--- src/vga_pkg.sv ---
/* shared types and constants for the text-mode VGA generator
   colours are 4 bits per channel; font store is 256 glyphs x 16 rows of 8 pixels
   character store holds 4 rows of 128 codes, addressed as {row, col} */

package vga_pkg;

  ////////////////////////////////////////////////////////////////////////////
  // colours
  ////////////////////////////////////////////////////////////////////////////

  typedef struct packed {
    logic [3:0] red;
    logic [3:0] green;
    logic [3:0] blue;
  } rgb_t;

  // yellow foreground
  localparam rgb_t FG_COLOR = '{red: 4'hf, green: 4'hf, blue: 4'h0};
  // dark purple background
  localparam rgb_t BG_COLOR = '{red: 4'h2, green: 4'h0, blue: 4'h8};
  localparam rgb_t BLACK    = '{red: 4'h0, green: 4'h0, blue: 4'h0};

  ////////////////////////////////////////////////////////////////////////////
  // raster position, carried down the pixel pipeline
  ////////////////////////////////////////////////////////////////////////////

  typedef struct packed {
    logic [15:0] x;
    logic [15:0] y;
    logic        visible;
    logic        hsync_n;
    logic        vsync_n;
  } raster_t;

  // blanked position with syncs inactive
  localparam raster_t RASTER_IDLE = '{x: '0, y: '0, visible: 1'b0,
                                      hsync_n: 1'b1, vsync_n: 1'b1};

  ////////////////////////////////////////////////////////////////////////////
  // host byte decoding
  ////////////////////////////////////////////////////////////////////////////

  // low 7 bits of a command byte, 0x80 and 0x82
  typedef enum logic [6:0] {
    LOAD_FONT  = 7'd0,
    LOAD_CHARS = 7'd2
  } cmd_op_e;

  typedef struct packed {
    logic    is_cmd;
    cmd_op_e op;
  } cmd_word_t;

  // one received byte, read as a command when idle, as data while loading
  typedef union packed {
    cmd_word_t  cmd;
    logic [7:0] data;
  } host_byte_u;

  ////////////////////////////////////////////////////////////////////////////
  // memory geometry
  ////////////////////////////////////////////////////////////////////////////

  localparam int FONT_ADDR_W     = 12;
  localparam int CHAR_ADDR_W     = 9;
  localparam int CHAR_ROW_BITS   = 2;
  localparam int CHAR_COL_BITS   = 7;
  localparam int GLYPH_ROWS_LOG2 = 4;
  localparam int GLYPH_COLS_LOG2 = 3;

  // one RAM write port; the character store only looks at the low address bits
  typedef struct packed {
    logic                   en;
    logic [FONT_ADDR_W-1:0] addr;
    logic [7:0]             data;
  } ram_wr_t;

endpackage

--- src/char_fetch.sv ---
/* two-cycle fetch of the glyph row for each raster position
   expects glyph_ram instances with one cycle registered read on both stores
   only 4 text rows of 128 columns are addressable, the screen repeats beyond */

module char_fetch import vga_pkg::*;
(
  input  logic                   clk,
  input  logic                   arst_n,
  input  raster_t                raster_in,
  input  logic [7:0]             char_rd_data,
  input  logic [7:0]             font_rd_data,
  output logic [CHAR_ADDR_W-1:0] char_rd_addr,
  output logic [FONT_ADDR_W-1:0] font_rd_addr,
  output raster_t                raster_out,
  output logic [7:0]             glyph_row
);

  // position that matches the code coming back from the character store
  raster_t raster_s1;
  // position that matches the glyph row coming back from the font store
  raster_t raster_s2;

  ////////////////////////////////////////////////////////////////////////////
  // stage 1, character store lookup
  ////////////////////////////////////////////////////////////////////////////

  // text row is y/16 mod 4, text column is x/8 mod 128
  assign char_rd_addr = {raster_in.y[GLYPH_ROWS_LOG2 +: CHAR_ROW_BITS],
                         raster_in.x[GLYPH_COLS_LOG2 +: CHAR_COL_BITS]};

  ////////////////////////////////////////////////////////////////////////////
  // stage 2, font store lookup
  ////////////////////////////////////////////////////////////////////////////

  // code selects the glyph, y mod 16 the row inside it
  assign font_rd_addr = {char_rd_data, raster_s1.y[GLYPH_ROWS_LOG2-1:0]};

  ////////////////////////////////////////////////////////////////////////////
  // position delay line
  ////////////////////////////////////////////////////////////////////////////

  // tracks the two RAM read latencies so the row and its position stay paired
  always_ff @(posedge clk or negedge arst_n)
  begin
    if (!arst_n)
    begin
      raster_s1 <= RASTER_IDLE;
      raster_s2 <= RASTER_IDLE;
    end
    else
    begin
      raster_s1 <= raster_in;
      raster_s2 <= raster_s1;
    end
  end

  assign raster_out = raster_s2;

  // font store output already sits in its read register
  assign glyph_row = font_rd_data;

endmodule

--- config.mk ---
export PLATFORM = sky130hd
export DESIGN_NAME = char_fetch
export DESIGN_NICKNAME = d
export VERILOG_FILES = /design/src/vga_pkg.sv /design/src/char_fetch.sv
export SDC_FILE = /design/constraint.sdc
export NUM_CORES = 1
export LEC_CHECK = 0
export ABC_CLOCK_PERIOD_IN_PS = 1620
export BUFFER_PORTS_ARGS = -buffer_cell sky130_fd_sc_hd__buf_2
export CELL_PAD_IN_SITES_DETAIL_PLACEMENT = 0
export CELL_PAD_IN_SITES_GLOBAL_PLACEMENT = 1
export CORE_MARGIN = 2
export CORE_UTILIZATION = 35
export DETAILED_ROUTE_END_ITERATION = 10
export PLACE_DENSITY_LB_ADDON = 0.05
export SKIP_CTS_REPAIR_TIMING = 1
export SLEW_MARGIN = 20
export SYNTH_ARGS = -nofsm -noshare
export SYNTH_HDL_FRONTEND = slang
export SYNTH_SLANG_ARGS = --single-unit
--- constraint.sdc ---
create_clock -name clk -period 1.62 [get_ports clk]
set_input_delay 0.162 -clock clk [delete_from_list [all_inputs] [get_ports clk]]
set_output_delay 0.162 -clock clk [all_outputs]
set_load 0.02 [all_outputs]
---- Word-level counts from Yosys, hierarchy flattened ----
Index checks and enable logic that the tools add are counted.
operators by class
  $add $sub $neg .......................... 0
  multiply operators ...................... 0
  divide/modulo/power cells ............... 0
  magnitude comparators ................... 0
  equality and inequality tests ........... 0
  shift operators ......................... 0
  multiplexer cells ....................... 0
  bitwise operators ....................... 0
  reductions and logical operators ........ 0
word-level totals
  flip-flop bits (word level) ............. 70
  latch bits .............................. 0
  RAM bits ................................ 0
  ROM bits ................................ 0
  input bits .............................. 53
  output and inout bits ................... 64
  word-level logic and storage cells ...... 10
  memories kept ........................... 0

---- Depth between registers and ports, before layout ----
Gate-level depths: netlist of run 1.
  word-level depth ........................ 0
  gate-level depth with buffers ........... 1
  depth with buffers taken out ............ 0

---- Worst setup path after synthesis of run 1 ----
OpenSTA, ideal clock, no wires.
  path kind ............................... reg2out
  start point ............................. register raster_s2 (netlist bit raster_out[0])
  end point ............................... output port raster_out[0] (netlist bit)
  arrival time ............................ 0.554 ns
  required time ........................... 1.458 ns
  slack ................................... 0.904 ns
  stages on the path, launching flop included .. 1
  buffers on the path ..................... 0
  cells stage by stage .................... dfstp_2
RTL lines
  item                    line              source
  start, declared         char_fetch.sv:21  raster_t raster_s2;
  start signal, assigned  char_fetch.sv:53  raster_s2 <= raster_s1;
  end, declared           char_fetch.sv:14  output raster_t raster_out,
No word-level cell between the ends.

---- Final worst setup path of run 1 ----
  start point ............................. register raster_s2 (netlist bit raster_out[1])
  end point ............................... output port raster_out[1] (netlist bit)
No word-level cell between the ends.

==> results of run 1 <==
final cells by class:
type                    count  area share, %
clock inverters             2          0.357
clock buffers              13           4.95
well taps                  72           3.21
repair buffers            122           28.8
flip-flops and latches     70           62.7
cells in the final DEF, fill, tap and decap left out:
cell type | Yosys | routed
clkinv_2 | 0 | 2
clkbuf_8 | 0 | 9
clkbuf_1 | 0 | 4
buf_2 | 0 | 84
dlygate4sd3_1 | 0 | 36
buf_12 | 0 | 1
buf_4 | 29 | 1
dfrtp_1 | 66 | 66
dfstp_2 | 4 | 4
cells in the mapped netlist:
master,count,area [um^2]
dfrtp_1,66,1650
dfstp_2,4,105
buf_4,29,218
power breakdown:
| group | internal [mW] | switching [mW] |
|---|---|---|
| Sequential | 1.84 | 0.0224 |
| Combinational | 0.135 | 0.159 |
| Clock | 0.544 | 0.559 |
| Total | 2.52 | 0.741 |
path summary, 6_finish.rpt:
path / from / endpoint / slack [ns] / depth (start not counted)
min reg2reg: raster_s1[20]$_DFF_PN0_ / raster_out[20]$_DFF_PN0_ / 0.35 / 0
min: char_rd_data[7] / font_rd_addr[11] / 0.32 / 0
max reg2reg: raster_s1[0]$_DFF_PN1_ / raster_out[0]$_DFF_PN1_ / 1.05 / 0
min in group asynchronous: arst_n / raster_out[29]$_DFF_PN0_ / 0.36 / 3
max: raster_out[1]$_DFF_PN1_ / raster_out[1] / 0.47 / 1
max in group asynchronous: arst_n / raster_out[0]$_DFF_PN1_ / 0.99 / 3
logic make-up (layout without fill, tap and decap cells):
| family | count (synthesis) | after routing | share of synthesized area, % |
|---|---|---|---|
| flops | 70 | 70 | 89.0 |
| buf+inv | 29 | 137 | 11.0 |
routing by layer:
metal	global-route usage, %	vias to the layer above	wire [um]	share of wire, %
met4	10.0	0	135	3.9
met3	4.89	17	324	9.4
li1	-	481	-	-
met5	0	-	0	0
met1	11.0	505	1230	36
met2	16.9	66	1770	51
state kept, by name, indices dropped and copies added (netlist names):
signal	count
raster_s1	31
raster_out	35
font_rd_addr	4
per-stage QoR:
step / setup slack, ns / instance area [um^2] / instances / hold slack, ns
2_1_floorplan: 0.904 / 1970 / 99 / -0.134
3_3_place_gp: 0.818 / 2290 / 228 / 0.175
3_5_place_dp: 0.811 / 2290 / 228 / 0.187
4_1_cts: 0.442 / 2440 / 243 / -0.177
5_1_grt: 0.431 / 2800 / 279 / 0.324
6_report: 0.469 / 2800 / 279 / 0.324
==> results.md, run 1 <==
- Mapped cell area: 1970 um^2
- Period minus WS final: 1.15 ns
- Register Area: about 1800 um^2
- Drt initial violations: 28
- Yosys warns: 0
- Fraction of layout instances using a drive strength above 1: approximately half
- Post-Synthesis Cells: 99
- Crit-path cells: buf_2
- Post-synth cell types: 3
- GRT overflow: 0
- DR pass1 iterations: 4
- Buffers plus inverters on the worst setup path: 1
- GP Congestion: ~0.60
- Ports: roughly 120
- Diodes inserted: 0
- Worst skew pair latency: between 0.3 and 0.4 ns
- CP Max Fanout: 1
- Register bit total from synthesis: 70
- Worst-Margin Slew: roughly 0.26 ns
- Arrival time at the worst endpoint: ~0.99 ns
- Die Ht: around 80 um
- Post-synthesis sequential area ratio: approximately nine tenths
- Detailed Route WL: roughly 3.5 mm
- Maximum clock frequency: a little under 0.9 GHz
- Slew HR: a little over 80%
- GRT Total Usage: between 10% and 20%
- RSZ-0062 raised after global routing: false
- Finish-stage setup viols: 0
- Initial antenna violation count: 0
- DRC Markers: 0
- Worst Skew: 0.00350 ns
- Pwr dens: ~1200 nW/um^2
- Clock Pin Slew Worst Setup and Hold Paths: about 0.060 ns
- Worst Path Required: between 1 and 1.5 ns
- DR WL/cell: around 12 um
- Final Power: ~3.3 mW
- Hold Crit Class: in -> out
- Multi-input comb cells: 0
- Nets: ~260
- Final period util: 71.1%
- Antenna Violating Nets Remaining: 0
- Total negative setup slack: 0 ns
- Layout area overhead: 42.0%
- Leakage: about 1.4 nW
- Mean Syn Cell Area: approximately 20 um^2
- Setup CP Type: reg -> out
- CORE AREA: between 5000 and 6000 um^2
- Die Footprint: approximately 6300 um^2
- Max Cap Violations: 0
- Slowest-stage cell, CP: dfstp_2
- Largest net degree at the start of global routing: 51
- Clk sinks: 70
- Status: completed
- Multi-input gate area: 0 um^2
- Vias in the first global route: between 1k and 1.5k
- CTS tree: done
- Family with the most delay on the worst path: flip-flops
- Root buf cell: clkbuf_8
- Vias per cell: 3.83
- CTS Buf Count: 9
- Final Core Density: 51.2%
- Hpwl dp: between 2 and 2.5 mm
- CP max stage delay: between 0.5 and 0.6 ns
- CTS HTree Levels: 3
- Slew Limit Fails: 0
- # port buffers: 84
- First-pass GRT wire length: approximately 4.8 mm
- Via count: 1,069
- Final Hold Violating Endpoints: 0
- Max rail drop VDD: a little over 600 uV
- Syn_nets: around 150
- Startpoint type of the worst setup path: register
- # fillers: approximately 530
- Die W: about 80 um
- Placement Rows: 27
- Worst setup EP type: output port
- Initial Utilization: about 36%
- CTS max path bufs: 2
Power figures use the tool's default switching activity.
==> run 2, diff against run 1 <==
--- a/config.mk
+++ b/config.mk
@@ -5,12 +5,12 @@
 export SDC_FILE = /design/constraint.sdc
 export NUM_CORES = 1
 export LEC_CHECK = 0
-export ABC_CLOCK_PERIOD_IN_PS = 1620
+export ABC_CLOCK_PERIOD_IN_PS = 1150
 export BUFFER_PORTS_ARGS = -buffer_cell sky130_fd_sc_hd__buf_2
 export CELL_PAD_IN_SITES_DETAIL_PLACEMENT = 0
 export CELL_PAD_IN_SITES_GLOBAL_PLACEMENT = 1
 export CORE_MARGIN = 2
-export CORE_UTILIZATION = 35
+export CORE_UTILIZATION = 33
 export DETAILED_ROUTE_END_ITERATION = 10
 export PLACE_DENSITY_LB_ADDON = 0.05
 export SKIP_CTS_REPAIR_TIMING = 1
==> constraint.sdc (replaced) <==
create_clock -name clk -period 1.15 [get_ports clk]
set_input_delay 0.115 -clock clk [delete_from_list [all_inputs] [get_ports clk]]
set_output_delay 0.115 -clock clk [all_outputs]
set_load 0.02 [all_outputs]
==> results.md, run 2 (synthesis results as in run 1) <==
- Slew HR: 76.7% (-6.3 points)
- Vias per cell: 3.77 (-1.5%)
- CP max stage delay: 0.51 ns (about the same)
- Family with the most delay on the worst path: flip-flops
- Design area: 2850 um^2 (+1.8%)
- Worst Path Required: 1.03 ns (-0.43 ns)
- # port buffers: 84 (unchanged)
- CORE AREA: 5850 um^2 (+6.9%)
- First-pass GRT wire length: 4.60 mm (-3.9%)
- Total negative setup slack: 0 ns (unchanged)
- GRT Total Usage: 10.3% (-0.69 points)
- Clock Pin Slew Worst Setup and Hold Paths: 0.06 ns (about the same)
- Antenna Violating Nets Remaining: 0 (unchanged)
- CTS HTree Levels: 3 (unchanged)
- RSZ-0062 raised after global routing: false
- CTS tree: done
- Layout area overhead: 44.6%
- Root buf cell: clkbuf_8
- Multi-input gate area: 0 um^2 (unchanged)
- Worst skew pair latency: 0.33 ns (about the same)
- Max FFs per register: 35 (unchanged)
- Leakage: 1.41 nW (+1.8%)
- Final Hold Violating Endpoints: 0 (unchanged)
- Final period util: a little over nine tenths
- Vias in the first global route: 985 (-4.2%)
- Die Footprint: 6620 um^2 (+5.8%)
- Worst setup EP type: output port
- Setup CP Type: reg -> out
- Slew Limit Fails: 0 (unchanged)
- Drt initial violations: 31 (+11%)
- Crit-path cells: buf_2
- Die W: 81.4 um (+2.8%)
- Die Ht: 81.4 um (+2.8%)
- CP Max Fanout: 1 (unchanged)
- Initial Utilization: 33.7% (-2.3 points)
- Pwr dens: 1740 nW/um^2 (+49%)
- Via count: 1,064 (-0.47%)
- Most common cell after layout, fill and taps aside: buf_2
- DRC Markers: 0 (unchanged)
- Hpwl dp: 2.03 mm (-7.1%)
- Status: completed
- Period minus WS final: around 1.1 ns
- CTS Buf Count: 9 (unchanged)
- Largest net degree at the start of global routing: 71 (+39%)
- Detailed Route WL: 3.44 mm (-0.55%)
- Arrival time at the worst endpoint: 0.99 ns (about the same)
- GRT overflow: 0 (unchanged)
- Finish-stage setup viols: 0 (unchanged)
- Worst-Margin Slew: 0.350 ns (+0.0943 ns)
- DR WL/cell: 12.2 um (-1.6%)
- Max rail drop VDD: 1170 uV (+94%)
- Clk sinks: 70 (unchanged)
- GP Congestion: 0.606 (+0.36%)
- Reg-to-reg setup timing slack: 0.59 ns (-0.46 ns)
- Diodes inserted: 0 (unchanged)
- Register Area: 1760 um^2 (unchanged)
- Ports: 117 (unchanged)
- Multi-input comb cells: 0 (unchanged)
- Buffers plus inverters on the worst setup path: 1 (unchanged)
- Fraction of layout instances using a drive strength above 1: 50.2% (+1.4 points)
- Maximum clock frequency: about 0.90 GHz
- Max Cap Violations: 0 (unchanged)
- Placement Cell Area: 2290 um^2 (-0.16%)
- Commonest cells after routing, fill and taps aside: 83 x buf_2, 66 x dfrtp_1, 36 x dlygate4sd3_1
- Placement Rows: 28 (+3.7%)
- DR pass1 iterations: 4 (unchanged)
- Initial antenna violation count: 0 (unchanged)
- Worst Skew: 0.00429 ns (+0.000790 ns)
- CTS max path bufs: 2 (unchanged)
- Hold Crit Class: in -> out
- Slowest-stage cell, CP: dfstp_2
- Startpoint type of the worst setup path: register
- Final Power: 4.96 mW (+52%)
- # fillers: 523 (-1.9%)
- Nets: 255 (-0.39%)
## run 2: cell types whose count changed in the layout (fill, tap and decap cells not counted), sizes merged
cell,delta
buf,-1
clkbuf,-1
bufinv,+1
clkinv,+1
## run 2: per-layer routing
metal	GRT usage, %	routed length (um)	up-vias
met5	0	0	-
met4	12.5	219	0
met3	4.11	302	25
met2	14.7	1670	61
met1	10.4	1250	501
li1	-	-	477
## run 2: power breakdown
part           switching [mW]  internal [mW]
registers              0.0325           2.59
clock network           0.814           1.11
logic                   0.223          0.188
## run 2: per-stage QoR
stage	worst slack, ns	hold slack [ns]	util [%]	std cells
final	0.0448	0.230	48.8	282
after floorplan	0.481	-0.181	-	99
after global routing	0.00378	0.230	48.8	282
after global placement	0.395	0.156	39.2	230
after CTS	0.0219	-0.198	42.6	246
after detailed placement	0.390	0.163	39.2	230
## run 2: final timing paths
| path | from | end | cells after the start |
|---|---|---|---|
| worst max-delay path | raster_out[1]$_DFF_PN1_ | raster_out[1] | 1 |
| worst min-delay path | char_rd_data[7] | font_rd_addr[11] | 0 |
| worst max register to register | raster_s1[0]$_DFF_PN1_ | raster_out[0]$_DFF_PN1_ | 0 |
| worst min register to register | raster_s1[30]$_DFF_PN0_ | raster_out[30]$_DFF_PN0_ | 0 |
| max in group asynchronous | arst_n | raster_out[0]$_DFF_PN1_ | 3 |
| min in group asynchronous | arst_n | raster_out[34]$_DFF_PN0_ | 3 |
## run 2: final cells by class
cell class | instances | share of cell area, %
tap | 75 | 3.29
clock inverter | 4 | 1.58
sequential | 70 | 61.6
clock buffer | 12 | 5.44
timing repair buffer | 121 | 28.1
==> run 3, diff against run 2 <==
--- a/config.mk
+++ b/config.mk
@@ -6,7 +6,8 @@
 export NUM_CORES = 1
 export LEC_CHECK = 0
 export ABC_CLOCK_PERIOD_IN_PS = 1150
-export BUFFER_PORTS_ARGS = -buffer_cell sky130_fd_sc_hd__buf_2
+export BUFFER_PORTS_ARGS = -buffer_cell sky130_fd_sc_hd__buf_4
+export CAP_MARGIN = 15
 export CELL_PAD_IN_SITES_DETAIL_PLACEMENT = 0
 export CELL_PAD_IN_SITES_GLOBAL_PLACEMENT = 1
 export CORE_MARGIN = 2
==> results.md, run 3 (synthesis results as in run 1) <==
- Finish-stage setup viols: 0 (unchanged)
- Worst Skew: 0.00623 ns (+0.00194 ns)
- Hpwl dp: 2.19 mm (+8.2%)
- GRT overflow: 0 (unchanged)
- DR WL/cell: 12.2 um (-0.27%)
- Leakage: 1.50 nW (+6.4%)
- # fillers: 491 (-6.1%)
- Period minus WS final: 1.08 ns (-0.0228 ns)
- Final period util: 94.1% (-2.0 points)
- DR pass1 iterations: 2 (-2)
- Hold Crit Class: in -> async
- Largest net degree at the start of global routing: 41 (-42%)
- Total negative setup slack: 0 ns (unchanged)
- Worst Path Required: 1.03 ns (about the same)
- Drt initial violations: 27 (-13%)
- Vias per cell: 3.76 (-0.45%)
- Antenna Violating Nets Remaining: 0 (unchanged)
- Fraction of layout instances using a drive strength above 1: 50.5% (+0.24 points)
- Multi-input comb cells: 0 (unchanged)
- GP Congestion: 0.612 (+0.94%)
- Nets: 256 (+0.39%)
- Clk sinks: 70 (unchanged)
- First-pass GRT wire length: 4.77 mm (+3.7%)
- Multi-input gate area: 0 um^2 (unchanged)
- Final Hold Violating Endpoints: 0 (unchanged)
- DRC Markers: 0 (unchanged)
- Die Footprint: 6620 um^2 (unchanged)
- R2R Path End: raster_out[1]$_DFF_PN1_
- Slowest-stage cell, CP: dfstp_2
- CTS Buf Count: 9 (unchanged)
- Clock Pin Slew Worst Setup and Hold Paths: 0.07 ns (about the same)
- Initial Utilization: 33.7% (unchanged)
- Max Cap Violations: 0 (unchanged)
- CP max stage delay: 0.52 ns (about the same)
- Max FFs per register: 35 (unchanged)
- Startpoint type of the worst setup path: register
- Worst R2R Path Depth: 0 (unchanged)
- Diodes inserted: 0 (unchanged)
- Slew HR: 84.9% (+8.2 points)
- Root buf cell: clkbuf_8
- Status: completed
- RSZ-0062 raised after global routing: false
- Reg-to-reg setup timing slack: 0.57 ns (-0.02 ns)
- Via count: 1,063 (-0.094%)
- Arrival time at the worst endpoint: 0.97 ns (-0.02 ns)
- Slew Limit Fails: 0 (unchanged)
- Layout area overhead: 57.2%
- # port buffers: 84 (unchanged)
- Maximum clock frequency: 0.924 GHz (+2.1%)
- CTS tree: done
- CTS max path bufs: 2 (unchanged)
- Die W: 81.4 um (unchanged)
- Worst skew pair latency: 0.32 ns (about the same)
- Buffers plus inverters on the worst setup path: 1 (unchanged)
- Detailed Route WL: 3.44 mm (about the same)
- Setup CP Type: reg -> out
- Max rail drop VDD: 727 uV (-38%)
- Worst-Margin Slew: 0.227 ns (-0.123 ns)
- Placement Rows: 28 (unchanged)
- Die Ht: 81.4 um (unchanged)
- Initial antenna violation count: 0 (unchanged)
- Final Core Density: 53.0% (+4.3 points)
- Family with the most delay on the worst path: flip-flops
- Pwr dens: 1720 nW/um^2 (-1.2%)
- GRT Total Usage: 10.4% (+0.14 points)
- Crit-path cells: buf_4
- Most common cell after layout, fill and taps aside: buf_4
- Vias in the first global route: 976 (-0.91%)
- CP Max Fanout: 1 (unchanged)
- Ports: 117 (unchanged)
- Worst setup EP type: output port
- CTS HTree Levels: 3 (unchanged)
- Commonest cells after routing, fill and taps aside: 85 x buf_4, 66 x dfrtp_1, 36 x dlygate4sd3_1
- Worst R2R Start: raster_s1[1]$_DFF_PN1_
- CORE AREA: 5850 um^2 (unchanged)
[run 3: worst max-delay path by stage]
stage / depth (start not counted) / endpoint / start
after floorplan: 0 / raster_out[0] / raster_out[0]$_DFF_PN1_
after global placement: 1 / raster_out[0] / raster_out[0]$_DFF_PN1_
after detailed placement: 1 / raster_out[1] / raster_out[1]$_DFF_PN1_
after CTS: 1 / raster_out[1] / raster_out[1]$_DFF_PN1_
after global routing: 1 / raster_out[0] / raster_out[0]$_DFF_PN1_
final: 1 / raster_out[1] / raster_out[1]$_DFF_PN1_
[run 3: through the flow]
| step | total power, mW | setup slack, ns | hold WS, ns | area (um^2) | instances |
|---|---|---|---|---|---|
| global route | 5.59 | 0.0189 | 0.203 | 3100 | 283 |
| detailed placement | 3.08 | 0.403 | -0.00896 | 2510 | 231 |
| floorplan | 2.90 | 0.481 | -0.181 | 1970 | 99 |
| finish | 5.32 | 0.0676 | 0.198 | 3100 | 283 |
| CTS | 5.33 | 0.0364 | -0.371 | 2740 | 247 |
| global placement | 3.07 | 0.415 | -0.0167 | 2510 | 231 |
[run 3: routing by layer]
| layer | vias up | wire (um) | track usage, % |
|---|---|---|---|
| met5 | - | 0 | 0 |
| met4 | 0 | 147 | 10.5 |
| met3 | 20 | 291 | 3.89 |
| met2 | 54 | 1780 | 15.2 |
| met1 | 508 | 1220 | 11.4 |
| li1 | 481 | - | - |
[run 3: layout make-up]
class | instances | area (um^2) | area share, %
clock inverter | 3 | 65.1 | 2.10
tap | 75 | 93.8 | 3.02
timing repair buffer | 122 | 1020 | 32.8
sequential | 70 | 1760 | 56.6
clock buffer | 13 | 169 | 5.44
[run 3: power breakdown]
group | leakage, nW | internal, mW | switching, mW
registers | 0.811 | 2.59 | 0.0343
clock network | 0.120 | 1.40 | 0.802
logic | 0.568 | 0.271 | 0.229
total | 1.50 | 4.26 | 1.06
