$ cat src/vga_pkg.sv
/* shared types and constants for the text-mode VGA generator
   colours are 4 bits per channel; font store is 256 glyphs x 16 rows of 8 pixels
   character store holds 4 rows of 128 codes, addressed as {row, col} */

package vga_pkg;

  ////////////////////////////////////////////////////////////////////////////
  // colours
  ////////////////////////////////////////////////////////////////////////////

  typedef struct packed {
    logic [3:0] red;
    logic [3:0] green;
    logic [3:0] blue;
  } rgb_t;

  // yellow foreground
  localparam rgb_t FG_COLOR = '{red: 4'hf, green: 4'hf, blue: 4'h0};
  // dark purple background
  localparam rgb_t BG_COLOR = '{red: 4'h2, green: 4'h0, blue: 4'h8};
  localparam rgb_t BLACK    = '{red: 4'h0, green: 4'h0, blue: 4'h0};

  ////////////////////////////////////////////////////////////////////////////
  // raster position, carried down the pixel pipeline
  ////////////////////////////////////////////////////////////////////////////

  typedef struct packed {
    logic [15:0] x;
    logic [15:0] y;
    logic        visible;
    logic        hsync_n;
    logic        vsync_n;
  } raster_t;

  // blanked position with syncs inactive
  localparam raster_t RASTER_IDLE = '{x: '0, y: '0, visible: 1'b0,
                                      hsync_n: 1'b1, vsync_n: 1'b1};

  ////////////////////////////////////////////////////////////////////////////
  // host byte decoding
  ////////////////////////////////////////////////////////////////////////////

  // low 7 bits of a command byte, 0x80 and 0x82
  typedef enum logic [6:0] {
    LOAD_FONT  = 7'd0,
    LOAD_CHARS = 7'd2
  } cmd_op_e;

  typedef struct packed {
    logic    is_cmd;
    cmd_op_e op;
  } cmd_word_t;

  // one received byte, read as a command when idle, as data while loading
  typedef union packed {
    cmd_word_t  cmd;
    logic [7:0] data;
  } host_byte_u;

  ////////////////////////////////////////////////////////////////////////////
  // memory geometry
  ////////////////////////////////////////////////////////////////////////////

  localparam int FONT_ADDR_W     = 12;
  localparam int CHAR_ADDR_W     = 9;
  localparam int CHAR_ROW_BITS   = 2;
  localparam int CHAR_COL_BITS   = 7;
  localparam int GLYPH_ROWS_LOG2 = 4;
  localparam int GLYPH_COLS_LOG2 = 3;

  // one RAM write port; the character store only looks at the low address bits
  typedef struct packed {
    logic                   en;
    logic [FONT_ADDR_W-1:0] addr;
    logic [7:0]             data;
  } ram_wr_t;

endpackage

$ cat src/cmd_receiver.sv
/* four-phase req/ack slave; every byte is acknowledged, unknown commands dropped
   0x80 loads 4096 font bytes, 0x82 loads 512 character codes
   a load cannot be aborted, it always runs to its full length */

module cmd_receiver import vga_pkg::*;
(
  input  logic       clk,
  input  logic       arst_n,
  input  logic       host_req,
  input  host_byte_u host_data,
  output logic       host_ack,
  output ram_wr_t    font_wr,
  output ram_wr_t    char_wr
);

  typedef enum logic [1:0] {
    ST_IDLE,
    ST_FONT,
    ST_CHARS
  } load_state_e;

  load_state_e            state;
  logic [FONT_ADDR_W-1:0] addr_q;
  host_byte_u             byte_q;
  logic                   byte_vld;
  logic                   new_byte;

  // req seen high while ack still low marks a fresh byte
  assign new_byte = host_req & ~host_ack;

  ////////////////////////////////////////////////////////////////////////////
  // handshake and load FSM
  ////////////////////////////////////////////////////////////////////////////

  always_ff @(posedge clk or negedge arst_n)
  begin
    if (!arst_n)
    begin
      host_ack <= 1'b0;
      byte_vld <= 1'b0;
      state    <= ST_IDLE;
      addr_q   <= '0;
    end
    else
    begin
      // ack follows req one cycle late, both edges
      host_ack <= host_req;
      byte_vld <= new_byte;
      if (byte_vld)
      begin
        case (state)
          ST_IDLE:
          begin
            // command view of the byte
            addr_q <= '0;
            if (byte_q.cmd.is_cmd && byte_q.cmd.op == LOAD_FONT)
              state <= ST_FONT;
            else if (byte_q.cmd.is_cmd && byte_q.cmd.op == LOAD_CHARS)
              state <= ST_CHARS;
          end
          ST_FONT:
          begin
            addr_q <= addr_q + 1'b1;
            // last of 4096 glyph rows
            if (addr_q == '1)
              state <= ST_IDLE;
          end
          ST_CHARS:
          begin
            addr_q <= addr_q + 1'b1;
            // last of 512 codes
            if (addr_q[CHAR_ADDR_W-1:0] == '1)
              state <= ST_IDLE;
          end
          default:
            state <= ST_IDLE;
        endcase
      end
    end
  end

  // byte holding register, captured as ack goes up
  always_ff @(posedge clk)
  begin
    if (new_byte)
      byte_q <= host_data;
  end

  ////////////////////////////////////////////////////////////////////////////
  // write ports, data view of the byte
  ////////////////////////////////////////////////////////////////////////////

  always_comb
  begin
    font_wr.en   = byte_vld && (state == ST_FONT);
    font_wr.addr = addr_q;
    font_wr.data = byte_q.data;
    char_wr.en   = byte_vld && (state == ST_CHARS);
    char_wr.addr = addr_q;
    char_wr.data = byte_q.data;
  end

  // host must hold req before we answer it
  ack_follows_req: assert property (@(posedge clk) disable iff (!arst_n)
    $rose(host_ack) |-> $past(host_req));

  // a byte goes to one store only
  one_write_port: assert property (@(posedge clk) disable iff (!arst_n)
    !(font_wr.en && char_wr.en));

endmodule

$ cat config.mk
export PLATFORM = sky130hd
export DESIGN_NAME = cmd_receiver
export DESIGN_NICKNAME = d
export VERILOG_FILES = /design/src/vga_pkg.sv /design/src/cmd_receiver.sv
export SDC_FILE = /design/constraint.sdc
export NUM_CORES = 1
export LEC_CHECK = 0
export BUFFER_PORTS_ARGS = -buffer_cell sky130_fd_sc_hd__buf_2
export CAP_MARGIN = 10
export CORE_MARGIN = 5
export CORE_UTILIZATION = 47
export CTS_CLUSTER_DIAMETER = 80
export DETAILED_ROUTE_END_ITERATION = 16
export PLACE_DENSITY = 0.79
export SYNTH_ARGS = -nofsm -noshare
export SYNTH_HDL_FRONTEND = slang
export SYNTH_SLANG_ARGS = --single-unit
$ cat constraint.sdc
create_clock -name clk -period 2 [get_ports clk]
set_input_delay 0.1 -clock clk [delete_from_list [all_inputs] [get_ports clk]]
set_output_delay 0.1 -clock clk [all_outputs]
set_load 0.05 [all_outputs]
# Word level (Yosys, flattened, before mapping)
# Index checks and enable logic that the tools add are counted.
dict set report totals {
  output_inout_bits 43
  register_bits 24
}
dict set report classes {
  n_reduce_logical 10
  add_sub_neg 1
  n_mux 6
  n_eq_ne 8
  n_bitwise 2
}
# cell count
set ops {}
lappend ops {{12-bit case mux with 2 select lines} 1}
lappend ops {{12-bit by 1-bit adder with 12-bit output, second input constant} 1}
lappend ops {{12-bit == test, second input constant} 1}
lappend ops {{9-bit == test, second input constant} 1}
lappend ops {{2-bit two-way mux} 4}
lappend ops {{7-bit by 2-bit == test with 1-bit output, second input constant} 1}
lappend ops {{7-bit zero test} 1}
lappend ops {{2-bit case mux with 3 select lines} 1}
lappend ops {{1-bit logical AND} 4}
lappend ops {{2-bit inequality test, second input constant} 2}
lappend ops {{4-bit AND reduction} 1}
lappend ops {{3-bit inequality test, second input constant} 1}
lappend ops {{2-bit by 1-bit == test with 1-bit output, second input constant} 1}
lappend ops {{2-bit == test, second input constant} 1}
lappend ops {{2-bit zero test} 1}
lappend ops {{2-bit AND reduction} 1}
lappend ops {{2-bit nonzero test} 1}
lappend ops {{2-bit OR reduction} 1}
lappend ops {{1-bit AND} 1}
lappend ops {{1-bit NOT} 1}

# Longest topological paths before layout
# Gate-level depths: netlist of run 1.
dict set report depth {
  ltp_word 5
  mapped_depth 7
  depth_no_buf 7
}

# Worst setup path after synthesis of run 1
# OpenSTA, ideal clock, no wires.
dict set report synth_path {
  kind {flip-flop to flip-flop}
  startpoint {reg addr_q[0]}
  endpoint {reg state[0]}
  arrival_time_ns 2.104
  synth_period_minus_slack_ns 2.195
  stages_incl_launch_ff 8
  setup_slack_ns -0.195
  n_path_buf 0
  setup_ns 0.091
  path_cell_list {dfrtp_1 > ha_1 > and2_1 > and3_2 > ha_1 > o21ai_0 > or4b_1 > o22ai_1}
}
dict set report synth_between {
  elab_chain_len 3
  elab_cells_between_ends 5
  classes_between {eq/ne (4); reduce/logical (1)}
}
# item line
set synth_lines {}
lappend synth_lines {{from (decl)} cmd_receiver.sv:23} ;# logic [FONT_ADDR_W-1:0] addr_q;
lappend synth_lines {{from (signal assigned)} cmd_receiver.sv:63} ;# addr_q <= addr_q + 1'b1;
lappend synth_lines {{from (signal assigned)} cmd_receiver.sv:70} ;# addr_q <= addr_q + 1'b1;
lappend synth_lines {{12-bit == test / 9-bit == test (equally long branches)} {cmd_receiver.sv:65, cmd_receiver.sv:72}}
lappend synth_lines {{2-bit inequality test (no line)} --}
lappend synth_lines {{4-bit AND reduction (no line) (*)} --}
lappend synth_lines {{to (signal assigned)} cmd_receiver.sv:66} ;# state <= ST_IDLE;
lappend synth_lines {{to (signal assigned)} cmd_receiver.sv:73} ;# state <= ST_IDLE;
lappend synth_lines {{to (signal assigned)} cmd_receiver.sv:76} ;# state <= ST_IDLE;
lappend synth_lines {{to (decl)} cmd_receiver.sv:22} ;# load_state_e state;
# Every way passes the cells marked *; elsewhere a longest branch is shown, timed or not.
# A chain may end at the register's enable or synchronous reset.

# Final worst setup path of run 1
dict set report layout_path {
  startpoint {reg addr_q[0]}
  endpoint {reg state[1]}
}
# The elaborated chain is that of the path after synthesis.

==> results of run 1 <==
metal layers:
layer | share of wire, % | up-vias | global-route usage (%) | routed length, microns
li1 | - | 477 | - | -
met5 | 0 | - | 0 | 0
met4 | 2.0 | 0 | 8.18 | 59
met3 | 8.1 | 9 | 2.69 | 234
met2 | 50 | 50 | 28.6 | 1450
met1 | 39 | 478 | 19.2 | 1140
repair_timing:
item,CTS,global route
endpoints found under the setup margin,0,2
endpoints found under the hold margin,25,0
gates resized for setup,0,3
hold buffers,10,0
state kept, by name, indices dropped and copies added, names as in the netlist:
name      count
state         2
addr_q       12
byte_q        8
byte_vld      1
host_ack      1
area by class of cell:
class | instances | area (sq um)
clock buffer | 4 | 36.3
fill | 210 | 925
inverter | 5 | 18.8
multi-input combinational | 65 | 475
sequential | 24 | 649
tap | 30 | 37.5
timing repair buffer | 65 | 380
stage by stage:
stage	cells	util (%)	hold slack, ns	power, mW	setup WS [ns]
2_1_floorplan	116	-	-0.196	0.647	0.0173
3_3_place_gp	179	57.5	0.0308	0.678	0.159
3_5_place_dp	179	57.5	0.0352	0.682	0.0698
4_1_cts	193	62.9	0.207	0.957	0.0191
5_1_grt	193	63.3	0.235	0.988	0.0107
6_report	193	63.3	0.209	0.950	0.0970
worst max path at each step:
stage / to / slack, ns / cells after the start / startpoint
floorplan: state[0] / 0.02 / 7 / addr_q[2]
finish: state[1] / 0.1 / 7 / addr_q[0]
global placement: state[0] / 0.16 / 7 / addr_q[0]
global route: state[1] / 0.01 / 7 / addr_q[0]
detailed placement: state[0] / 0.07 / 7 / addr_q[0]
CTS: state[0] / 0.02 / 7 / addr_q[0]
where the power goes:
part | switching, mW | leakage (nW) | total [mW] | internal [mW]
combinational | 0.107 | 0.483 | 0.152 | 0.0453
clock | 0.150 | 0.0210 | 0.262 | 0.111
sequential | 0.0130 | 0.283 | 0.536 | 0.523
total | 0.270 | 0.787 | 0.950 | 0.680
kinds of logic (layout without fill, tap and decap cells):
group | Yosys count | count (layout) | share of synthesized area [%]
simple gates | 40 | 40 | 17.5
buf+inv | 27 | 74 | 14.0
flops | 24 | 24 | 50.4
compound gates | 12 | 12 | 7.28
fa+ha+maj | 6 | 6 | 5.91
xor+xnor | 6 | 6 | 4.13
mux | 1 | 1 | 0.787
synthesized netlist by cell type (2+ instances only):
cell type,n
nor2_1,7
inv_1,5
dfrtp_1,16
and2_1,3
nand4_1,3
buf_4,20
xor2_1,4
xnor2_1,2
ha_1,6
nand3_1,2
o22ai_1,2
o21ai_0,4
edfxtp_1,8
nand2b_1,2
nor3_1,3
nand2_1,10
==> impl_metrics.toml, run 1 <==
[setup_path]
path_class = "reg2reg"
crit_buf_inv = 0
reg2reg_depth = 7
worst_path_largest_cell_delay_ns = 0.54
critPathTopFamily = "simple AND/OR/NAND/NOR gates"
worst_setup_path_end_kind = "register"
r2r-start = "addr_q[0]"
timing.rr.end = "state[1]"
path_max_fanout = 6
slowest_stage = "or4b_4"
r2r_setup_slack_ns = 0.1
arrival_ns = 2.16
cp-start-kind = "register"
path_cells = "ha_4 -> and2_1 -> and3_2 -> ha_1 -> o21ai_1 -> or4b_4 -> o22ai_1"
required_ns = 2.26

[cells_and_area]
final_cell_mix = "buf_2 (53), nand2_1 (10), dlygate4sd3_1 (10), dfrtp_1 (9), edfxtp_1 (8)"
diodes = 0
area_growth_pct = 25.7
layout-drive-gt1-share_pct = 45.4
final_nets = 181
mostFrequentLayoutCell = "buf_2"
fin_area_sq_um = 1600

[power_and_ir_drop]
power.leakage_nw = 0.787
vdd_drop_max_mv = 0.480
power.density_nw_per_um2 = 595

[clock_tree]
tritoncts = "yes"
htree_num_levels = 1
cts.clk_slew.worst_paths_ns = 0.13
numCtsBuffers = 3
post_cts_buffers = 0
clock_latency_ns = 0.32
cts_buffer_depth = 2
clock_sinks = 24
clock-root-buffer = "clkbuf_4"

[floorplanning]
die_h_microns = 62.0
core_area_sq_um = 2520
top_level_ports = 54
die_width_microns = 62.0
dieArea_sq_um = 3840
initial_core_util_pct = 50.4
num_rows = 18

[route]
drtIter0Drc = 31
drtPass1Iterations = 6
routedWlPerCell_microns = 14.9
vias = 1014
antenna_left = 0
via_per_inst = 5.25
routed_wl_microns = 2880
drc = 0

[synthesis]
syn_inst = 116
synth.cell_area_sq_um = 1270
yosysSeqAreaShare_pct = 50.4
synthTopCellsByArea = "dfrtp_1 (31%), edfxtp_1 (19%), buf_4 (12%), ha_1 (5.9%), nand2_1 (3.0%)"
synth-seq-cells = 24
async_flop_share_pct = 66.7
synth_cell_type_count = 35
synth_edf_count = 8
syn-num-nets = 133
ys_dominant_reg_cell = "dfrtp_1"
synth_warnings = 0
yosysTopAreaCellShare_pct = 31.5
syn_avg_cell_area_sq_um = 11.0
yosysTopAreaCell = "dfrtp_1"

[placed_design]
placed_area_sq_um = 1450
dp.final_hpwl_microns = 2110
place_congestion = 0.823
place.port_buffers = 53

[global_route]
grt_overflow_total = 0
antenna_found_initial = 0
grt_pass1_wl_microns = 4570
grt_max_degree = 17
grt_usage_pct = 16.3
grt_pass1_vias = 1015

[run_status]
outcome = "finished, final reports clean"

[timing]
drv_slew = 0
rsz0062_at_grt = "false"
finClkSkew_ns = 0.00269
worst_pin_slew_ns = 0.704
fin_crit_sh_pct = 95.1
finalHoldViolCount = 0
min_period_ns = 1.90
finalSetupTns_ns = 0
fmax_mhz = 525
setup-violations-final = 0
slew_headroom_pct = 53.0

[hold_path]
hold_class = "in2async"

[run]
maxCapViolCount = 0
Note: power is estimated with default switching activity, not from simulation.
==> run 2: changes to the inputs <==
--- a/config.mk
+++ b/config.mk
@@ -8,10 +8,11 @@
 export BUFFER_PORTS_ARGS = -buffer_cell sky130_fd_sc_hd__buf_2
 export CAP_MARGIN = 10
 export CORE_MARGIN = 5
-export CORE_UTILIZATION = 47
+export CORE_UTILIZATION = 49
+export CTS_BUF_LIST = sky130_fd_sc_hd__clkbuf_2 sky130_fd_sc_hd__clkbuf_4 sky130_fd_sc_hd__clkbuf_8
 export CTS_CLUSTER_DIAMETER = 80
 export DETAILED_ROUTE_END_ITERATION = 16
-export PLACE_DENSITY = 0.79
+export PLACE_DENSITY = 0.82
 export SYNTH_ARGS = -nofsm -noshare
 export SYNTH_HDL_FRONTEND = slang
 export SYNTH_SLANG_ARGS = --single-unit
==> impl_metrics.toml, run 2 (synthesis results as in run 1) <==
[cells_and_area]
layout-drive-gt1-share_pct = 44.2
largest_reg_flops = 12
top_regs = "addr_q x12, byte_q x8, state x2"
mostFrequentLayoutCell = "buf_2"
final_nets = 181
area_growth_pct = 24.9
top_register = "addr_q"
diodes = 0
fin_area_sq_um = 1590
final_cell_mix = "buf_2 (53), nand2_1 (10), dlygate4sd3_1 (10), dfrtp_1 (9), edfxtp_1 (8)"

[power_and_ir_drop]
power_uw = 941
vdd_drop_max_mv = 0.526
power.density_nw_per_um2 = 592
power.leakage_nw = 0.784

[clock_tree]
cts.clk_slew.worst_paths_ns = 0.13
post_cts_buffers = 0
numCtsBuffers = 3
htree_num_levels = 1
clock_latency_ns = 0.32
tritoncts = "yes"
clock-root-buffer = "clkbuf_4"
cts_buffer_depth = 2
clock_sinks = 24
post_cts_resized = 0

[timing]
rsz0062_at_grt = "false"
drv_slew = 0
worst_pin_slew_ns = 0.731
finalSetupTns_ns = 0
min_period_ns = 1.92
fin_crit_sh_pct = 95.9
fmax_mhz = 521
slew_headroom_pct = 51.1
finClkSkew_ns = 0.00425
finalHoldViolCount = 0
setup-violations-final = 0

[global_route]
grtUsageMet2_pct = 27.2
grt_pass1_vias = 1028
grt_pass1_wl_microns = 4230
top_usage_layer = "met2"
use_met1_pct = 18.1
use_met3_pct = 2.77
grt_usage_pct = 15.5
grt_max_degree = 17
antenna_found_initial = 0
grt_overflow_total = 0

[setup_path]
cp-start-kind = "register"
slowest_stage = "or4b_1"
crit_path_start = "addr_q[0]"
path_max_fanout = 6
timing.rr.end = "state[0]"
critPathTopFamily = "simple AND/OR/NAND/NOR gates"
worst_setup_path_end_kind = "register"
worst_path_largest_cell_delay_ns = 0.52
reg2reg_depth = 7
required_ns = 2.24
r2r_setup_slack_ns = 0.08
path_class = "reg2reg"
r2r-start = "addr_q[0]"
cp.depth = 7
crit_buf_inv = 0
arrival_ns = 2.16
path_cells = "ha_4 -> and2_1 -> and3_2 -> ha_1 -> o21ai_0 -> or4b_1 -> o22ai_1"
cp-endpoint = "state[0]"

[placed_design]
dp.final_hpwl_microns = 2070
placed_area_sq_um = 1450
place_congestion = 0.812
place.port_buffers = 53

[floorplanning]
initial_core_util_pct = 51.3
dieArea_sq_um = 3710
die_width_microns = 60.9
num_rows = 18
top_level_ports = 54
core_area_sq_um = 2480
die_h_microns = 60.9

[route]
drtIter0Drc = 33
via_per_inst = 5.27
vias = 1017
drtPass1Iterations = 4
routedWlPerCell_microns = 14.3
drc = 0
antenna_left = 0
routed_wl_microns = 2750

[run_status]
outcome = "finished, final reports clean"

[hold_path]
hold_class = "in2async"

[run]
maxCapViolCount = 0
==> run 2: changes by cell type in the layout (fill, tap and decap cells not counted) <==
| cell | before | now |
|---|---|---|
| or4b_1 | 0 | 1 |
| o22ai_1 | 1 | 2 |
| o21ai_0 | 3 | 4 |
| o22ai_2 | 1 | 0 |
| or4b_4 | 1 | 0 |
| o21ai_1 | 1 | 0 |
==> run 2: per-layer routing <==
metal	share of wire [%]	wire length, microns
met4	0.94	26
met5	0	0
met3	9.0	248
met2	49	1360
met1	41	1120
==> run 2: how the worst min path moves through the flow <==
stage,from,to,depth (start not counted),slack (ns)
after floorplan,arst_n,addr_q[0],0,-0.20
after global placement,arst_n,addr_q[10],1,0.03
after detailed placement,arst_n,addr_q[7],1,0.04
after CTS,arst_n,addr_q[11],2,0.22
after global routing,arst_n,addr_q[11],2,0.25
final,arst_n,addr_q[11],2,0.21
==> run 2: through the flow <==
| step | setup WS, ns | hold WS [ns] | std cells | util [%] |
|---|---|---|---|---|
| global placement | 0.171 | 0.0330 | 179 | 58.6 |
| global route | 0.00508 | 0.249 | 193 | 64.1 |
| CTS | 0.0232 | 0.217 | 193 | 64.1 |
| floorplan | 0.0173 | -0.196 | 116 | - |
| finish | 0.0823 | 0.212 | 193 | 64.1 |
| detailed placement | 0.0620 | 0.0361 | 179 | 58.6 |
==> run 2: where the power goes <==
part	internal, mW	switching, mW	total (mW)
logic	0.0443	0.105	0.150
registers	0.523	0.0119	0.535
clock network	0.111	0.145	0.256
==> run 2: cell type report <==
type                    instances  area (sq um)
clock buffers                   4          36.3
fillers                       211           890
inverters                       5          18.8
multi-input cells              65           465
flip-flops and latches         24           649
well taps                      30          37.5
repair buffers                 65           380
==> run 2: what timing repair did <==
| item | CTS | global route |
|---|---|---|
| setup endpoints to repair | 0 | 2 |
| hold buffers | 10 | 0 |
| endpoints found under the hold margin | 25 | 0 |
==> run 3: changes to the inputs <==
--- a/config.mk
+++ b/config.mk
@@ -8,11 +8,10 @@
 export BUFFER_PORTS_ARGS = -buffer_cell sky130_fd_sc_hd__buf_2
 export CAP_MARGIN = 10
 export CORE_MARGIN = 5
-export CORE_UTILIZATION = 49
+export CORE_UTILIZATION = 35
 export CTS_BUF_LIST = sky130_fd_sc_hd__clkbuf_2 sky130_fd_sc_hd__clkbuf_4 sky130_fd_sc_hd__clkbuf_8
 export CTS_CLUSTER_DIAMETER = 80
 export DETAILED_ROUTE_END_ITERATION = 16
-export PLACE_DENSITY = 0.82
 export SYNTH_ARGS = -nofsm -noshare
 export SYNTH_HDL_FRONTEND = slang
 export SYNTH_SLANG_ARGS = --single-unit
==> impl_metrics.toml, run 3 (synthesis results as in run 1) <==
[run_status]
outcome = "finished, final reports clean"

[timing]
finalHoldViolCount = 0
fin_crit_sh_pct = 94.7
layout_setup_ws_ns = 0.105
holdWs_ns = 0.222
min_period_ns = 1.89
slew_headroom_pct = 68.3
fmax_mhz = 528
finalSetupTns_ns = 0
drv_slew = 0
setup-violations-final = 0
rsz0062_at_grt = "false"
finClkSkew_ns = 0.00513
worst_pin_slew_ns = 0.472

[setup_path]
arrival_ns = 2.15
path_max_fanout = 6
r2r-start = "addr_q[0]"
required_ns = 2.25
worst_setup_path_end_kind = "register"
timing.rr.end = "state[1]"
path_class = "reg2reg"
reg2reg_depth = 7
cp-start-kind = "register"
r2r_setup_slack_ns = 0.11

[clock_tree]
numCtsBuffers = 3
clock-root-buffer = "clkbuf_4"
cts.clk_slew.worst_paths_ns = 0.13
tritoncts = "yes"
post_cts_buffers = 0
cts_buffer_depth = 2
clock_sinks = 24
htree_num_levels = 1
clock_latency_ns = 0.32

[cells_and_area]
top_register = "addr_q"
mostFrequentLayoutCell = "buf_2"
diodes = 0
multi_input_area_sq_um = 482
regArea_sq_um = 649
layout-drive-gt1-share_pct = 46.3
final_cell_mix = "buf_2 (53), nand2_1 (10), dlygate4sd3_1 (10), dfrtp_1 (9), edfxtp_1 (8)"
fillers = 338
final_nets = 182
fin_area_sq_um = 1630
largest_reg_flops = 12
top_regs = "addr_q x12, byte_q x8, state x2"
area_growth_pct = 27.9

[placed_design]
dp.final_hpwl_microns = 2020
preCtsSetupSlack_ns = 0.0949
place_congestion = 0.789
place.port_buffers = 53
placed_area_sq_um = 1480

[global_route]
grt_pass1_vias = 1017
grt_pass1_wl_microns = 4810
grt_overflow_total = 0
grt_max_degree = 17
top_usage_layer = "met2"
use_met1_pct = 14.6
grt_usage_pct = 12.1
antenna_found_initial = 0
use_met3_pct = 2.87
grtUsageMet2_pct = 20.5

[route]
vias = 997
drc = 0
antenna_left = 0
routedWlPerCell_microns = 13.6
routed_wl_microns = 2850
drtIter0Drc = 31
via_per_inst = 4.75
drtPass1Iterations = 4

[hold_path]
hold_class = "in2async"

[floorplanning]
die_h_microns = 70.3
core_area_sq_um = 3420
dieArea_sq_um = 4940
initial_core_util_pct = 37.2
num_rows = 21
top_level_ports = 54
die_width_microns = 70.3

[power_and_ir_drop]
vdd_drop_max_mv = 0.289
power.density_nw_per_um2 = 571
power.leakage_nw = 0.790

[run]
maxCapViolCount = 0
-- run 3: through the flow --
step	cells	total power, mW	utilization (%)
5_1_grt	210	0.981	47.6
3_3_place_gp	196	0.681	43.3
3_5_place_dp	196	0.682	43.3
2_1_floorplan	116	0.647	-
4_1_cts	210	0.944	47.1
6_report	210	0.929	47.6
-- run 3: worst max-delay path, cell delays in order (launching register included) --
cell,delay (ns)
dfrtp_2,0.44
ha_4,0.16
and2_1,0.15
and3_2,0.18
ha_1,0.13
o21ai_0,0.11
or4b_4,0.52
o22ai_2,0.13
-- run 3: area by class of cell --
type / instances / area share, %
clock buffer: 4 / 1.85
inverter: 5 / 1.15
sequential: 24 / 40.0
timing repair buffer: 66 / 23.9
tap: 46 / 3.54
multi-input combinational: 65 / 29.6
-- run 3: what timing repair did --
action,4_1_cts,5_1_grt
hold endpoints to repair,25,0
endpoints found under the setup margin,0,2
hold buffers,10,0
resized for setup,0,3
-- run 3: worst max path at each step --
stage,startpoint,end,slack [ns],cells past startpoint
after floorplan,addr_q[2],state[0],0.02,7
after global placement,addr_q[0],state[0],0.16,7
after detailed placement,addr_q[0],state[0],0.09,7
after CTS,addr_q[0],state[0],0.05,7
after global routing,addr_q[0],state[0],0.003,7
final,addr_q[0],state[1],0.11,7
-- run 3: routing by layer --
layer | part of all wire [%] | up-vias
met5 | 0 | -
met4 | 1.7 | 0
met3 | 9.1 | 5
met2 | 48 | 48
met1 | 41 | 458
li1 | - | 486
-- run 3: power by group --
group	total, mW	internal, mW	switching [mW]
Clock	0.240	0.0917	0.149
Combinational	0.154	0.0468	0.107
Sequential	0.535	0.523	0.0122
Total	0.929	0.661	0.268
